`config.mk`:
```
export PLATFORM = sky130hd
export DESIGN_NAME = ac_unit
export DESIGN_NICKNAME = d
export VERILOG_FILES = /design/src/ac_pkg.sv /design/src/ac_decode.sv /design/src/ac_phase_seq.sv /design/src/ac_eae_shift.sv /design/src/ac_datapath.sv /design/src/ac_unit.sv
export VERILOG_INCLUDE_DIRS = /design/src /design/src/src
export SDC_FILE = /design/constraint.sdc
export NUM_CORES = 1
export LEC_CHECK = 0
export BUFFER_PORTS_ARGS = -buffer_cell sky130_fd_sc_hd__buf_2
export CORE_UTILIZATION = 43
export DETAILED_ROUTE_END_ITERATION = 10
export PLACE_DENSITY_LB_ADDON = 0.05
export SYNTH_ARGS = -nofsm -noshare
export SYNTH_HDL_FRONTEND = slang
export SYNTH_SLANG_ARGS = --single-unit
export TNS_END_PERCENT = 50
```
`constraint.sdc`:
```
create_clock -name clk -period 3 [get_ports clk]
set_clock_uncertainty 0.1 [all_clocks]
set_input_delay 0.15 -clock clk [delete_from_list [all_inputs] [get_ports clk]]
set_output_delay 0.15 -clock clk [all_outputs]
set_load 0.05 [all_outputs]
```
`src/ac_params.svh`:
```
// constants for the accumulator unit
// vectors are numbered lsb-0, so machine bit n sits at vector bit 11-n
// only EAE mode A shift codes are listed
`ifndef AC_PARAMS_SVH
`define AC_PARAMS_SVH

`define AC_WORD_W 12
`define AC_CNT_W 5

// major opcodes in the top three bits
`define AC_OPC_HI 11
`define AC_OPC_LO 9
`define AC_OP_AND 3'd0
`define AC_OP_TAD 3'd1
`define AC_OP_DCA 3'd3
`define AC_OP_OPR 3'd7

// operate micro-op bit positions
// group select is machine bit 3, IAC doubles as the group 3 marker
`define AC_BIT_GRP 8
`define AC_BIT_CLA 7
`define AC_BIT_CLL 6
`define AC_BIT_MQA 6
`define AC_BIT_CMA 5
`define AC_BIT_CML 4
`define AC_BIT_MQL 4
`define AC_BIT_IAC 0

// group 1 rotate field, machine bits 8-10
`define AC_ROT_HI 3
`define AC_ROT_LO 1
`define AC_ROT_BSW 3'b001
`define AC_ROT_RAL 3'b010
`define AC_ROT_RTL 3'b011
`define AC_ROT_RAR 3'b100
`define AC_ROT_RTR 3'b101

// EAE shift codes, machine bits 8-11
`define AC_EAE_HI 3
`define AC_EAE_LO 0
`define AC_EAE_SHL 4'b1011
`define AC_EAE_ASR 4'b1101
`define AC_EAE_LSR 4'b1111
`define AC_SHIFT_LIMIT 5'd24

`endif

```
`src/ac_pkg.sv`:
```
// shared types of the accumulator unit
// acc_regs_t packs link above ac above mq, so it lines up with {link, ac, mq}
`default_nettype none

`include "ac_params.svh"

package ac_pkg;

    typedef logic [`AC_WORD_W-1:0] word_t;
    typedef logic [`AC_CNT_W-1:0]  count_t;

    typedef enum logic [3:0] {
        idle,
        f1,
        f2,
        f3,
        e2,
        e3,
        eae0,
        eae1,
        fin
    } phase_t;

    typedef enum logic [2:0] {
        op_and,
        op_tad,
        op_dca,
        op_grp1,
        op_grp3,
        op_none   // anything that leaves link, ac and mq alone
    } op_kind_t;

    typedef enum logic [1:0] {
        sh_none,
        sh_shl,
        sh_asr,
        sh_lsr
    } shift_kind_t;

    typedef struct packed {
        logic  link;
        word_t ac;
        word_t mq;
    } acc_regs_t;

    typedef struct packed {
        op_kind_t    kind;
        logic        cla;
        logic        cll;
        logic        cma;
        logic        cml;
        logic        iac;
        logic [2:0]  rot;   // group 1 only
        logic        mqa;
        logic        mql;
        shift_kind_t shift; // group 3 only
    } decoded_op_t;

endpackage

`default_nettype wire

```
`src/ac_decode.sv`:
```
// instruction decode, purely combinational
// group 2, IOT, ISZ, JMS and JMP all come out as op_none
// group 3 shift codes other than SHL, ASR and LSR give sh_none
`timescale 1ns/1ps
`default_nettype none

`include "ac_params.svh"

module ac_decode (
    input  wire ac_pkg::word_t      instruction,
    output ac_pkg::decoded_op_t     op
);

    logic [2:0] opcode;
    logic [3:0] eae_code;
    logic       grp_bit;

    assign opcode   = instruction[`AC_OPC_HI:`AC_OPC_LO];
    assign eae_code = instruction[`AC_EAE_HI:`AC_EAE_LO];
    assign grp_bit  = instruction[`AC_BIT_GRP];

    always_comb
    begin
        op       = '0;
        op.kind  = ac_pkg::op_none;
        op.shift = ac_pkg::sh_none;

        case (opcode)
            `AC_OP_AND: op.kind = ac_pkg::op_and;
            `AC_OP_TAD: op.kind = ac_pkg::op_tad;
            `AC_OP_DCA: op.kind = ac_pkg::op_dca;
            `AC_OP_OPR:
            begin
                if (!grp_bit)
                begin
                    // group 1
                    op.kind = ac_pkg::op_grp1;
                    op.cla  = instruction[`AC_BIT_CLA];
                    op.cll  = instruction[`AC_BIT_CLL];
                    op.cma  = instruction[`AC_BIT_CMA];
                    op.cml  = instruction[`AC_BIT_CML];
                    op.rot  = instruction[`AC_ROT_HI:`AC_ROT_LO];
                    op.iac  = instruction[`AC_BIT_IAC];
                end
                else if (instruction[`AC_BIT_IAC])
                begin
                    // group 3, mode A
                    op.kind = ac_pkg::op_grp3;
                    op.cla  = instruction[`AC_BIT_CLA];
                    op.mqa  = instruction[`AC_BIT_MQA];
                    op.mql  = instruction[`AC_BIT_MQL];
                    case (eae_code)
                        `AC_EAE_SHL: op.shift = ac_pkg::sh_shl;
                        `AC_EAE_ASR: op.shift = ac_pkg::sh_asr;
                        `AC_EAE_LSR: op.shift = ac_pkg::sh_lsr;
                        default:     op.shift = ac_pkg::sh_none;
                    endcase
                end
            end
            default: ; // not handled by this unit
        endcase
    end

endmodule

`default_nettype wire

```
`src/ac_phase_seq.sv`:
```
// phase sequencer, replaces the external major-state machine
// start is taken only while busy is low; the edge after acceptance dispatches
// done pulses for one cycle on the edge that leaves f3, e3 or fin
// no stall input, every phase lasts one cycle except eae1
`timescale 1ns/1ps
`default_nettype none

module ac_phase_seq (
    input  wire                      clk,
    input  wire                      rst_n,
    input  wire                      start,
    input  wire ac_pkg::word_t       instruction,
    input  wire ac_pkg::word_t       operand,
    input  wire ac_pkg::decoded_op_t op,
    input  wire                      loop_active,
    output ac_pkg::word_t            held_instr,
    output ac_pkg::word_t            held_operand,
    output ac_pkg::phase_t           phase,
    output logic                     busy,
    output logic                     done
);

    logic accept;
    logic is_mem;
    logic has_shift;

    assign accept    = start && !busy;
    assign is_mem    = (op.kind == ac_pkg::op_and) || (op.kind == ac_pkg::op_tad) ||
                       (op.kind == ac_pkg::op_dca);
    assign has_shift = (op.kind == ac_pkg::op_grp3) && (op.shift != ac_pkg::sh_none);

    always_ff @(posedge clk)
    begin
        if (accept)
        begin
            held_instr   <= instruction;
            held_operand <= operand;
        end
    end

    always_ff @(posedge clk)
    begin
        if (!rst_n)
        begin
            phase <= ac_pkg::idle;
            busy  <= 1'b0;
            done  <= 1'b0;
        end
        else
        begin
            done <= 1'b0;
            case (phase)
                ac_pkg::idle:
                begin
                    if (busy)
                        phase <= is_mem ? ac_pkg::e2 : ac_pkg::f1; // decode now valid
                    else if (accept)
                        busy <= 1'b1;
                end
                ac_pkg::f1:   phase <= has_shift ? ac_pkg::eae0 : ac_pkg::f2;
                ac_pkg::f2:   phase <= ac_pkg::f3;
                ac_pkg::e2:   phase <= ac_pkg::e3;
                ac_pkg::eae0: phase <= ac_pkg::eae1;
                ac_pkg::eae1:
                begin
                    if (!loop_active)
                        phase <= ac_pkg::fin;
                end
                ac_pkg::f3, ac_pkg::e3, ac_pkg::fin:
                begin
                    phase <= ac_pkg::idle;
                    busy  <= 1'b0;
                    done  <= 1'b1;
                end
                default: phase <= ac_pkg::idle;
            endcase
        end
    end

endmodule

`default_nettype wire

```
`src/ac_eae_shift.sv`:
```
// EAE mode A shifts: SHL, ASR and LSR by count plus one places
// count is operand bits 7-11; 24 or more saturates in a single load
// one eae1 cycle per step, plus one trailing cycle with loop_active low
`timescale 1ns/1ps
`default_nettype none

`include "ac_params.svh"

module ac_eae_shift (
    input  wire                      clk,
    input  wire                      rst_n,
    input  wire ac_pkg::phase_t      phase,
    input  wire ac_pkg::decoded_op_t op,
    input  wire ac_pkg::word_t       operand,
    input  wire ac_pkg::acc_regs_t   regs,
    output ac_pkg::acc_regs_t        shift_regs,
    output logic                     shift_load,
    output logic                     loop_active
);

    localparam int RW = 2 * `AC_WORD_W + 1;

    ac_pkg::count_t step_cnt;
    ac_pkg::count_t new_count;
    logic           saturate;
    logic           sign;

    assign new_count = operand[`AC_CNT_W-1:0];
    assign saturate  = new_count >= `AC_SHIFT_LIMIT;
    assign sign      = regs.ac[`AC_WORD_W-1];

    // value for the current cycle, taken by the datapath on shift_load
    always_comb
    begin
        shift_regs = regs;
        shift_load = 1'b0;
        case (phase)
            ac_pkg::eae0:
            begin
                if (saturate)
                begin
                    shift_load = 1'b1;
                    if (op.shift == ac_pkg::sh_asr)
                        shift_regs = {RW{sign}};  // all sign
                    else
                        shift_regs = '0;
                end
            end
            ac_pkg::eae1:
            begin
                if (loop_active)
                begin
                    shift_load = 1'b1;
                    case (op.shift)
                        ac_pkg::sh_shl: shift_regs = {regs.ac, regs.mq, 1'b0};
                        ac_pkg::sh_asr:
                            shift_regs = {sign, sign, regs.ac, regs.mq[`AC_WORD_W-1:1]};
                        ac_pkg::sh_lsr:
                            shift_regs = {2'b00, regs.ac, regs.mq[`AC_WORD_W-1:1]};
                        default: shift_regs = regs;
                    endcase
                end
            end
            default: ;
        endcase
    end

    // step counter and loop flag
    always_ff @(posedge clk)
    begin
        if (!rst_n)
        begin
            step_cnt    <= '0;
            loop_active <= 1'b0;
        end
        else
        begin
            case (phase)
                ac_pkg::eae0:
                begin
                    step_cnt    <= saturate ? '0 : new_count + ac_pkg::count_t'(1);
                    loop_active <= !saturate;
                end
                ac_pkg::eae1:
                begin
                    if (loop_active)
                    begin
                        step_cnt <= step_cnt - ac_pkg::count_t'(1);
                        if (step_cnt == ac_pkg::count_t'(1))
                            loop_active <= 1'b0;  // last step taken
                    end
                end
                default: ;
            endcase
        end
    end

endmodule

`default_nettype wire

```
`src/ac_datapath.sv`:
```
// link, ac and mq registers with the per-phase micro-operations
// group 1 order is clear/complement in f1, IAC in f2, rotate in f3
// group 3 MQ ops happen in f1, EAE results arrive through shift_load
`timescale 1ns/1ps
`default_nettype none

`include "ac_params.svh"

module ac_datapath (
    input  wire                      clk,
    input  wire                      rst_n,
    input  wire ac_pkg::phase_t      phase,
    input  wire ac_pkg::decoded_op_t op,
    input  wire ac_pkg::word_t       operand,
    input  wire ac_pkg::acc_regs_t   shift_regs,
    input  wire                      shift_load,
    output ac_pkg::acc_regs_t        regs
);

    localparam int LW   = `AC_WORD_W + 1; // link plus ac
    localparam int HALF = `AC_WORD_W / 2;

    ac_pkg::acc_regs_t regs_n;
    logic [LW-1:0]     lac;

    function automatic logic [LW-1:0] rot_l(input logic [LW-1:0] v);
        return {v[LW-2:0], v[LW-1]};
    endfunction

    function automatic logic [LW-1:0] rot_r(input logic [LW-1:0] v);
        return {v[0], v[LW-1:1]};
    endfunction

    assign lac = {regs.link, regs.ac};

    always_comb
    begin
        regs_n = regs;
        case (phase)
            ac_pkg::f1:
            begin
                if (op.kind == ac_pkg::op_grp1)
                begin
                    if (op.cla)
                        regs_n.ac = '0;
                    if (op.cma)
                        regs_n.ac = ~regs_n.ac;   // CLA CMA gives 7777
                    if (op.cll)
                        regs_n.link = 1'b0;
                    if (op.cml)
                        regs_n.link = ~regs_n.link;
                end
                else if (op.kind == ac_pkg::op_grp3)
                begin
                    case ({op.cla, op.mqa, op.mql})
                        3'b001:
                        begin
                            regs_n.mq = regs.ac;  // MQL
                            regs_n.ac = '0;
                        end
                        3'b010: regs_n.ac = regs.ac | regs.mq;  // MQA
                        3'b011:
                        begin
                            regs_n.ac = regs.mq;  // SWP
                            regs_n.mq = regs.ac;
                        end
                        3'b100: regs_n.ac = '0;
                        3'b101:
                        begin
                            regs_n.ac = '0;       // CAM
                            regs_n.mq = '0;
                        end
                        3'b110: regs_n.ac = regs.mq;  // ACL
                        3'b111:
                        begin
                            regs_n.ac = regs.mq;
                            regs_n.mq = '0;
                        end
                        default: ;
                    endcase
                end
            end
            ac_pkg::f2:
            begin
                if (op.kind == ac_pkg::op_grp1 && op.iac)
                    {regs_n.link, regs_n.ac} = lac + LW'(1); // 7777 carries into link
            end
            ac_pkg::f3:
            begin
                if (op.kind == ac_pkg::op_grp1)
                begin
                    case (op.rot)
                        `AC_ROT_BSW: regs_n.ac = {regs.ac[HALF-1:0], regs.ac[`AC_WORD_W-1:HALF]};
                        `AC_ROT_RAL: {regs_n.link, regs_n.ac} = rot_l(lac);
                        `AC_ROT_RTL: {regs_n.link, regs_n.ac} = rot_l(rot_l(lac));
                        `AC_ROT_RAR: {regs_n.link, regs_n.ac} = rot_r(lac);
                        `AC_ROT_RTR: {regs_n.link, regs_n.ac} = rot_r(rot_r(lac));
                        default: ;  // remaining codes rotate nothing
                    endcase
                end
            end
            ac_pkg::e2:
            begin
                if (op.kind == ac_pkg::op_and)
                    regs_n.ac = regs.ac & operand;
                else if (op.kind == ac_pkg::op_tad)
                    {regs_n.link, regs_n.ac} = lac + {1'b0, operand};
            end
            ac_pkg::e3:
            begin
                if (op.kind == ac_pkg::op_dca)
                    regs_n.ac = '0;   // word already stored
            end
            ac_pkg::eae0, ac_pkg::eae1:
            begin
                if (shift_load)
                    regs_n = shift_regs;
            end
            default: ;
        endcase
    end

    always_ff @(posedge clk)
    begin
        if (!rst_n)
            regs <= '0;
        else
            regs <= regs_n;
    end

endmodule

`default_nettype wire

```
`src/ac_unit.sv`:
```
// accumulator unit of a 12-bit minicomputer
// start is a one-cycle strobe, ignored while busy is high
// regs is valid with the final result while done is high
// memory reference words come in on operand, captured at start
`timescale 1ns/1ps
`default_nettype none

module ac_unit (
    input  wire                 clk,
    input  wire                 rst_n,
    input  wire                 start,
    input  wire ac_pkg::word_t  instruction,
    input  wire ac_pkg::word_t  operand,
    output ac_pkg::acc_regs_t   regs,
    output logic                busy,
    output logic                done
);

    ac_pkg::word_t       held_instr;
    ac_pkg::word_t       held_operand;
    ac_pkg::phase_t      phase;
    ac_pkg::decoded_op_t op;
    ac_pkg::acc_regs_t   shift_regs;
    logic                shift_load;
    logic                loop_active;

    ac_phase_seq u_phase_seq (
        .clk          (clk),
        .rst_n        (rst_n),
        .start        (start),
        .instruction  (instruction),
        .operand      (operand),
        .op           (op),
        .loop_active  (loop_active),
        .held_instr   (held_instr),
        .held_operand (held_operand),
        .phase        (phase),
        .busy         (busy),
        .done         (done)
    );

    ac_decode u_decode (
        .instruction (held_instr),
        .op          (op)
    );

    ac_datapath u_datapath (
        .clk        (clk),
        .rst_n      (rst_n),
        .phase      (phase),
        .op         (op),
        .operand    (held_operand),
        .shift_regs (shift_regs),
        .shift_load (shift_load),
        .regs       (regs)
    );

    ac_eae_shift u_eae_shift (
        .clk         (clk),
        .rst_n       (rst_n),
        .phase       (phase),
        .op          (op),
        .operand     (held_operand),
        .regs        (regs),
        .shift_regs  (shift_regs),
        .shift_load  (shift_load),
        .loop_active (loop_active)
    );

endmodule

`default_nettype wire

```
Yosys cells after proc, flatten, opt, wreduce, memory -nomap -nowiden:

Cells that the tools add are included.

* output and inout port bits: 27
* register bits: 61
* input bits: 27

* bitwise logic cells: 4
* reductions and logical operators: 28
* muxes and demuxes: 57
* eq/ne operators: 59
* order comparisons: 1
* add/sub/neg operators: 4

Operator list (number)
* two-way mux 12 bit: 9
* two-way mux 25 bit: 4
* case mux 25 bit (3 select lines): 1
* case mux 12 bit (6 select lines): 1
* case mux 12 bit (5 select lines): 1
* case mux 25 bit (2 select lines): 1
* case mux 12 bit (2 select lines): 2
* two-way mux 13 bit: 3
* case mux 12 bit (3 select lines): 1
* equality test 3 bit, second input constant: 8
* two-way mux 24 bit: 1
* case mux 4 bit (6 select lines): 1
* equality test 3 x 2 -> 1 bit, second input constant: 7
* two-way mux 4 bit: 5
* equality test 4 x 3 -> 1 bit, second input constant: 4
* equality test 4 bit, second input constant: 4
* inequality test 2 x 1 -> 1 bit, second input constant: 8
* AND reduction 15 bit: 1
* adder 13 x 1 -> 13 bit, second input constant: 1
* adder 13 x 12 -> 13 bit: 1
* two-way mux 1 bit: 13
* AND reduction 13 bit: 1
* AND 12 bit: 1
* equality test 3 x 1 -> 1 bit, second input constant: 4
* 43 further kinds: 70

Logic depth before layout (Yosys ltp):

Gate-level depths: netlist (run 1).

* depth after elaboration: 12
* gate-level depth with buffers: 10

Cells and area by module:

Synthesis (run 1) repeated with hierarchy kept, for this count alone.

* cell total of the unflattened synthesis: 735
* area, all modules: 6009.5 um^2

Modules (own cells, without submodules)
* ac_datapath: sequential area each 500.5 um^2, cells an instance 447, instances 1, area an instance 3390.8 um^2
* ac_eae_shift: sequential area each 120.1 um^2, cells an instance 198, instances 1, area an instance 1386.3 um^2
* ac_phase_seq: sequential area each 840.8 um^2, cells an instance 63, instances 1, area an instance 1077.3 um^2
* ac_decode: sequential area each 0.0 um^2, cells an instance 27, instances 1, area an instance 155.1 um^2

Worst setup path before layout (run 1):

Ideal clock, no wire load.

* path type: register to register
* start point: reg, netlist name u_datapath.regs[13]
* end point: reg, netlist name u_datapath.regs[20]
* clock period less this slack: 2.907 ns
* library setup time: 0.117 ns
* arrival: 2.690 ns
* cell stages (with the launch flop): 10
* slack: 0.093 ns
* cells stage by stage: dfxtp_1 -> clkbuf_1 -> inv_1 -> fa_1 -> nor2b_1 -> o31a_1 -> o311ai_0 -> xnor2_1 -> a211o_1 -> a32o_1

* word-level cells in the longest chain between the ends: 4

Ends and longest elaborated chain
* adder 13 x 12 -> 13 bit: RTL line ac_datapath.sv:107 `{regs_n.link, regs_n.ac} = lac + {1'b0, operand};`
* two-way mux 13 bit: RTL line ac_datapath.sv:106 `else if (op.kind == ac_pkg::op_tad)`
* two-way mux 12 bit: RTL line ac_datapath.sv:104 `if (op.kind == ac_pkg::op_and)`
* case mux 12 bit (6 select lines) *: RTL line ac_datapath.sv:39 `case (phase)`

Mark *: on every way between the ends. The rest lies on a longest branch, timed or not. The select of a mux whose other input is x is not followed.
A chain may end at the register's enable or synchronous reset.

Final worst setup path (run 1):

* start point: reg u_phase_seq.phase[3]
* end point: reg, netlist name u_datapath.regs[22]

* word-level cells in the longest chain between the ends: 4

Ends and longest elaborated chain
* start: declaration: RTL line ac_phase_seq.sv:18 `output ac_pkg::phase_t phase,`
* start signal: assignment: RTL line ac_phase_seq.sv:45 `phase <= ac_pkg::idle;`
* start signal: assignment: RTL line ac_phase_seq.sv:56 `phase <= is_mem ? ac_pkg::e2 : ac_pkg::f1;`
* start signal: assignment: RTL line ac_phase_seq.sv:60 `ac_pkg::f1: phase <= has_shift ? ac_pkg::eae0 : ac_pkg::f2;`
* equality test 4 x 3 -> 1 bit: RTL line ac_eae_shift.sv:37, ac_datapath.sv:39
* case mux 1 bit (2 select lines) (tied with other cells): RTL line ac_eae_shift.sv:37 `case (phase)`
* inequality test 2 bit (no line) (tied with other cells)
* AND reduction 13 bit (no line) or case mux 12 bit (6 select lines) (tied branches)

Parallel ways exist; a longest one is shown, timed or not. The select of a mux whose other input is x is not followed.

==> results of run 1 <==
==> placed cells by master, fill, tap and decap left out, drive strengths merged, types with 11 or more instances in the layout <==
master        n
a21oi        88
a32o         13
buf          93
dfxtp        37
dlygate4sd3  25
edfxtp       24
ha           17
inv          18
mux2         17
nand2        63
nand2b       13
nand3        16
nor2         37
nor2b        11
nor3         15
o21ai        40
or3          22
xor2         18
==> flip-flops by register name, summed over array words and instances, names as in the netlist <==
register and cells:
u_datapath.regs 25, u_eae_shift.step_cnt 5, u_phase_seq.busy 1, u_phase_seq.held_operand 12, u_eae_shift.loop_active 1, u_phase_seq.phase 4, u_phase_seq.done 1, u_phase_seq.held_instr 12
==> worst max-delay path, cell delays in order (launching register included) <==
cell       delay [ns]
dfxtp_1          0.62
nand4b_1         0.31
buf_4            0.25
a31oi_1          0.15
buf_4            0.24
a2111oi_0        0.52
nand4_1          0.24
a32o_1           0.29
==> what timing repair did <==
| item | CTS | global route |
|---|---|---|
| hold buffers | 25 | 0 |
| hold endpoints to repair | 25 | 0 |
| setup endpoints to repair | 0 | 0 |
==> layer usage <==
metal / part of all wire [%] / vias to the layer above
met1: 43 / 2821
met3: 6.5 / 67
met4: 5.6 / 0
li1: - / 2759
met5: 0 / -
met2: 45 / 269
==> logic make-up (layout without fill, tap and decap cells) <==
| family | Yosys count | in the layout | synth area share, % |
|---|---|---|---|
| adder cells (fa/ha/maj) | 18 | 18 | 4.288 |
| AO/OA/AOI/OAI | 253 | 253 | 31.42 |
| XOR/XNOR | 26 | 26 | 4.196 |
| flip-flops | 61 | 61 | 26.92 |
| multiplexers | 22 | 22 | 4.449 |
| AND/OR/NAND/NOR | 229 | 229 | 22.25 |
| buffers and inverters | 80 | 152 | 6.478 |
==> per-stage QoR <==
stage	hold WS [ns]	util [%]	setup WS, ns
final	0.03027	53.60	0.1598
after global routing	0.03057	53.60	0.01244
after CTS	0.01836	53.60	0.2699
after detailed placement	0.2281	48.69	0.2844
after global placement	0.2265	48.69	0.2474
after floorplan	0.1489	-	0.09293
==> power groups by stage <==
stage	logic, W	registers [W]	clock network [W]
finish	0.00105	0.00102	0.00123
global route	0.00113	0.00103	0.00129
CTS	0.00103	0.00102	0.00125
detailed placement	0.00100	0.00104	0
global placement	0.00100	0.00103	0
floorplan	0.000649	0.00106	0
==> path summary, 6_finish.rpt <==
check	from	endpoint	slack [ns]	depth (start not counted)
max	u_phase_seq.phase[3]	u_datapath.regs[22]	0.16	7
min	rst_n	u_phase_seq.busy	0.03	3
max reg2reg	u_phase_seq.phase[3]	u_datapath.regs[22]	0.16	7
min reg2reg	u_datapath.regs[0]	u_datapath.regs[0]	0.39	2
==> layout make-up <==
type / count / area, sq um
timing repair buffer: 118 / 815.8
clock buffer: 9 / 225.2
tap: 168 / 210.2
clock inverter: 7 / 121.4
multi-input combinational: 548 / 3617
fill: 1179 / 5643
sequential: 61 / 1461
inverter: 18 / 67.56
==> results.toml, run 1 <==
[outcome]
outcome = "complete, no violations"

[floorplan]
io_pins = 54
dieArea_sq_um = 13080
die_y_microns = 114.4
rows = 40
initial_core_util_pct = 44.63
die_w_microns = 114.4
core-area_sq_um = 12160

[logic_synthesis]
post-synth-top-count-cell = "a21oi_1"
yosysSeqAreaShare_pct = 26.92
yosysUniqueCellTypes = 79
synthTopCellsByCount = "a21oi_1 (87), nand2_1 (63), dfxtp_1 (37), nor2_1 (37), o21ai_0 (36)"
synth_nets = 734
yosysTopAreaCellShare_pct = 13.65
yosys.area.top_type = "dfxtp_1"
synth-seq-cells = 61
synth_edf_count = 24
synthCells = 689
synth.avg_cell_area_sq_um = 7.878
yosysWarningCount = 0
synth.cell_area_sq_um = 5428
synthArstFlopShare_pct = 0
synth_area_leaders = "dfxtp_1 (14%), edfxtp_1 (13%), a21oi_1 (8.0%), nand2_1 (4.4%), ha_1 (3.9%)"
synth_flop_cell = "dfxtp_1"

[power_and_ir_drop]
p_per_area_nw_per_um2 = 507.5
p_leak_nw = 2.406
p_seq_share_pct = 30.8
power_w = 0.003308
power_frac_clock_pct = 37.3
vdd_drop_max_mv = 0.3597
switching_share_pct = 35.11
power.share.combinational_pct = 31.9
cell_internal_pwr_w = 0.002147
switching_power_w = 0.001162

[flow_run]
cap_violations = 0

[timing]
rsz0062_at_grt = "false"
min_period_ns = 2.840
finalHoldViolations = 0
post-route-period-util_pct = 94.67
tightest_slew_ns = 0.8216
fmax_ghz = 0.3521
setup_viol = 0
slew_headroom_pct = 45.22
drv_slew = 0
fin_tns_setup_ns = 0

[finish]
areaGrowthSynthToFinish_pct = 20.10
stdcell_count = 929
drive_gt1_share_pct = 18.40
nets = 801
fin_area_sq_um = 6519
diodes = 0

[worst_setup_path]
cp.required_ns = 3.14
arrival_ns = 2.98
critPathMaxFanout = 14
worst-setup-path-type = "reg2reg"
startpoint_type = "register"
end_kind = "register"

[detailed_routing]
firstDrtPassIters = 7
drc_errors = 0
drt_wl_total_microns = 20050
ant_nets = 0
drt_first_iter_violations = 679
vias = 5916
wl_per_cell_microns = 21.58
vias_per_cell = 6.368

[grt]
grt_busiest_layer = "met2"
grt_max_degree = 36
grt_overflow_total = 0
grt_antenna_before_repair = 0
use_met2_pct = 49.01
grt_util_met3_pct = 7.200
grt_pass1_vias = 5542
grt_use_total_pct = 31.25
grt_pass1_wl_microns = 30690
met1_usage_pct = 39.29

[clocking]
cts_tree = "done"
cts.sinks = 61
cts.path.max_buffers = 2
cts_buffers = 9
cts_max_level = 3
clock_latency_ns = 0.35
cts_resized = 0
clk_pin_slew_ns = 0.06
root_buffer = "clkbuf_16"
postCtsSetupRepairBufs = 0

[hold_path]
hold_class = "in2reg"

[place]
post-dp-hpwl_microns = 14640
io_buffers = 53
place_area_sq_um = 5922
dp_cells = 888
gp_congestion = 0.9577
Power figures use the tool's default switching activity.
==> run 2, diff against run 1 <==
--- a/config.mk
+++ b/config.mk
@@ -7,6 +7,7 @@
 export NUM_CORES = 1
 export LEC_CHECK = 0
 export BUFFER_PORTS_ARGS = -buffer_cell sky130_fd_sc_hd__buf_2
+export CORE_ASPECT_RATIO = 1.5
 export CORE_UTILIZATION = 43
 export DETAILED_ROUTE_END_ITERATION = 10
 export PLACE_DENSITY_LB_ADDON = 0.05
==> constraint.sdc (replaced) <==
create_clock -name clk -period 2.4 [get_ports clk]
set_clock_uncertainty 0.1 [all_clocks]
set_input_delay 0.12 -clock clk [delete_from_list [all_inputs] [get_ports clk]]
set_output_delay 0.12 -clock clk [all_outputs]
set_load 0.05 [all_outputs]
==> results.toml, run 2 (synthesis results as in run 1) <==
[outcome]
outcome = "finished with violations"
violations = "setup timing"

[power_and_ir_drop]
p_leak_nw = 2.922
p_per_area_nw_per_um2 = 576.6
vdd_drop_max_mv = 0.5681

[timing]
finalHoldViolations = 0
setup_viol = 3
post-route-period-util_pct = 100.9
tightest_slew_ns = 0.6764
fin_hold_ws_ns = 0.3668
rsz0062_at_grt = "true"
slew_headroom_pct = 54.91
fin_tns_setup_ns = -0.04670
fmax_ghz = 0.4129
drv_slew = 0
min_period_ns = 2.422
setup_ws_ns = -0.02186

[detailed_routing]
drt_wl_total_microns = 22350
vias_per_cell = 6.311
vias = 6393
wl_per_cell_microns = 22.06
drc_errors = 0
drt_first_iter_violations = 450
ant_nets = 0
firstDrtPassIters = 5

[finish]
layout_commonest_cell = "buf_4"
drive_gt1_share_pct = 32.33
top_regs = "u_datapath.regs x25, u_phase_seq.held_instr x12, u_phase_seq.held_operand x12"
nets = 900
largest_register_ffs = 25
largest-register = "u_datapath.regs"
mostFrequentLayoutCells = "buf_4 (131), a21oi_1 (87), nand2_1 (63)"
areaGrowthSynthToFinish_pct = 38.36
diodes = 0

[grt]
grt_antenna_before_repair = 0
grt_max_degree = 30
grt_pass1_vias = 6193
grt_use_total_pct = 34.51
grt_overflow_total = 0
grt_pass1_wl_microns = 33890

[worst_setup_path]
cp.required_ns = 2.53
startpoint = "u_phase_seq.held_instr[11]"
worst-setup-path-type = "reg2reg"
arrival_ns = 2.55
critPathMaxFanout = 11
critPathSlowestCell = "edfxtp_1"
rr_startpoint = "u_phase_seq.held_instr[11]"
end_kind = "register"
crit_chain = "nand4_1, or2_2, and2_1, o21ai_1, buf_4, o221ai_1, a32o_1"
startpoint_type = "register"
cp_slowest_stage_delay_ns = 0.46

[clocking]
root_buffer = "clkbuf_16"
cts.path.max_buffers = 2
clock_latency_ns = 0.34
clk_pin_slew_ns = 0.06
cts_max_level = 3
cts_buffers = 9
cts_tree = "done"
cts.sinks = 61

[floorplan]
die_y_microns = 139.6
io_pins = 54
initial_core_util_pct = 44.71
die_w_microns = 93.74
core-area_sq_um = 12140
rows = 49
dieArea_sq_um = 13090

[place]
post-dp-hpwl_microns = 16760
gp_congestion = 0.9458
io_buffers = 53

[hold_path]
hold_class = "reg2reg"
hold_path_startpoint = "u_eae_shift.loop_active"

[flow_run]
cap_violations = 0
==> run 2: cell types whose count changed in the layout (fill, tap and decap cells not counted), sizes merged <==
cell / previous run / this run
bufinv: 3 / 1
clkinvlp: 0 / 2
dlygate4sd3: 25 / 27
buf: 93 / 190
==> run 2: where the power goes <==
| group | switching (W) | leakage, nW | total (W) | internal (W) |
|---|---|---|---|---|
| clock network | 0.000551 | 0.143 | 0.00136 | 0.000810 |
| logic | 0.000980 | 2.25 | 0.00171 | 0.000733 |
| registers | 0.0000925 | 0.533 | 0.00126 | 0.00116 |
==> run 2: critical path: cells and delay by family (launching register included) <==
family | cells | cell delay, ns
buffers and inverters | 1 | 0.21
AOI/OAI and AO/OA | 3 | 0.69
DFF | 1 | 0.46
and+or+nand+nor | 3 | 0.84
==> run 2: through the flow <==
step	instance area (sq um)	power (W)	instances	worst slack [ns]	utilization, %
floorplan	5454	0.002157	689	-0.007317	-
global placement	6660	0.002790	965	-0.3800	54.86
detailed placement	6660	0.002807	965	-0.4272	54.86
CTS	7328	0.004239	1008	-0.006714	60.37
global route	7510	0.004470	1013	-0.1141	61.86
finish	7510	0.004330	1013	-0.02186	61.86
==> run 2: metal layers <==
metal | track usage (%) | vias up | part of all wire, %
li1 | - | 2966 | -
met1 | 38.72 | 3045 | 38
met2 | 60.01 | 296 | 50
met3 | 4.918 | 86 | 5.6
met4 | 21.62 | 0 | 6.5
met5 | 0 | - | 0
==> run 2: timing repair <==
action | in CTS | in global routing
pin swaps | 8 | 7
setup endpoints to repair | 12 | 25
gates cloned | 0 | 1
hold buffers | 27 | 0
setup buffers | 0 | 4
endpoints found under the hold margin | 26 | 0
gates resized for setup | 18 | 32
==> run 2: final timing paths <==
kind | endpoint | slack, ns | depth (start not counted)
worst max-delay path | u_datapath.regs[20] | -0.02 | 7
worst min-delay path | u_phase_seq.phase[3] | 0.37 | 1
worst max register to register | u_datapath.regs[20] | -0.02 | 7
worst min register to register | u_phase_seq.phase[3] | 0.37 | 1
==> run 2: final cells by class <==
class | count | area [sq um]
Fill cell | 1102 | 4629
Multi-Input combinational cell | 548 | 3859
Timing Repair Buffer | 217 | 1615
Sequential cell | 61 | 1476
Clock buffer | 9 | 225.2
Tap cell | 153 | 191.4
Clock inverter | 7 | 75.07
Inverter | 18 | 67.56
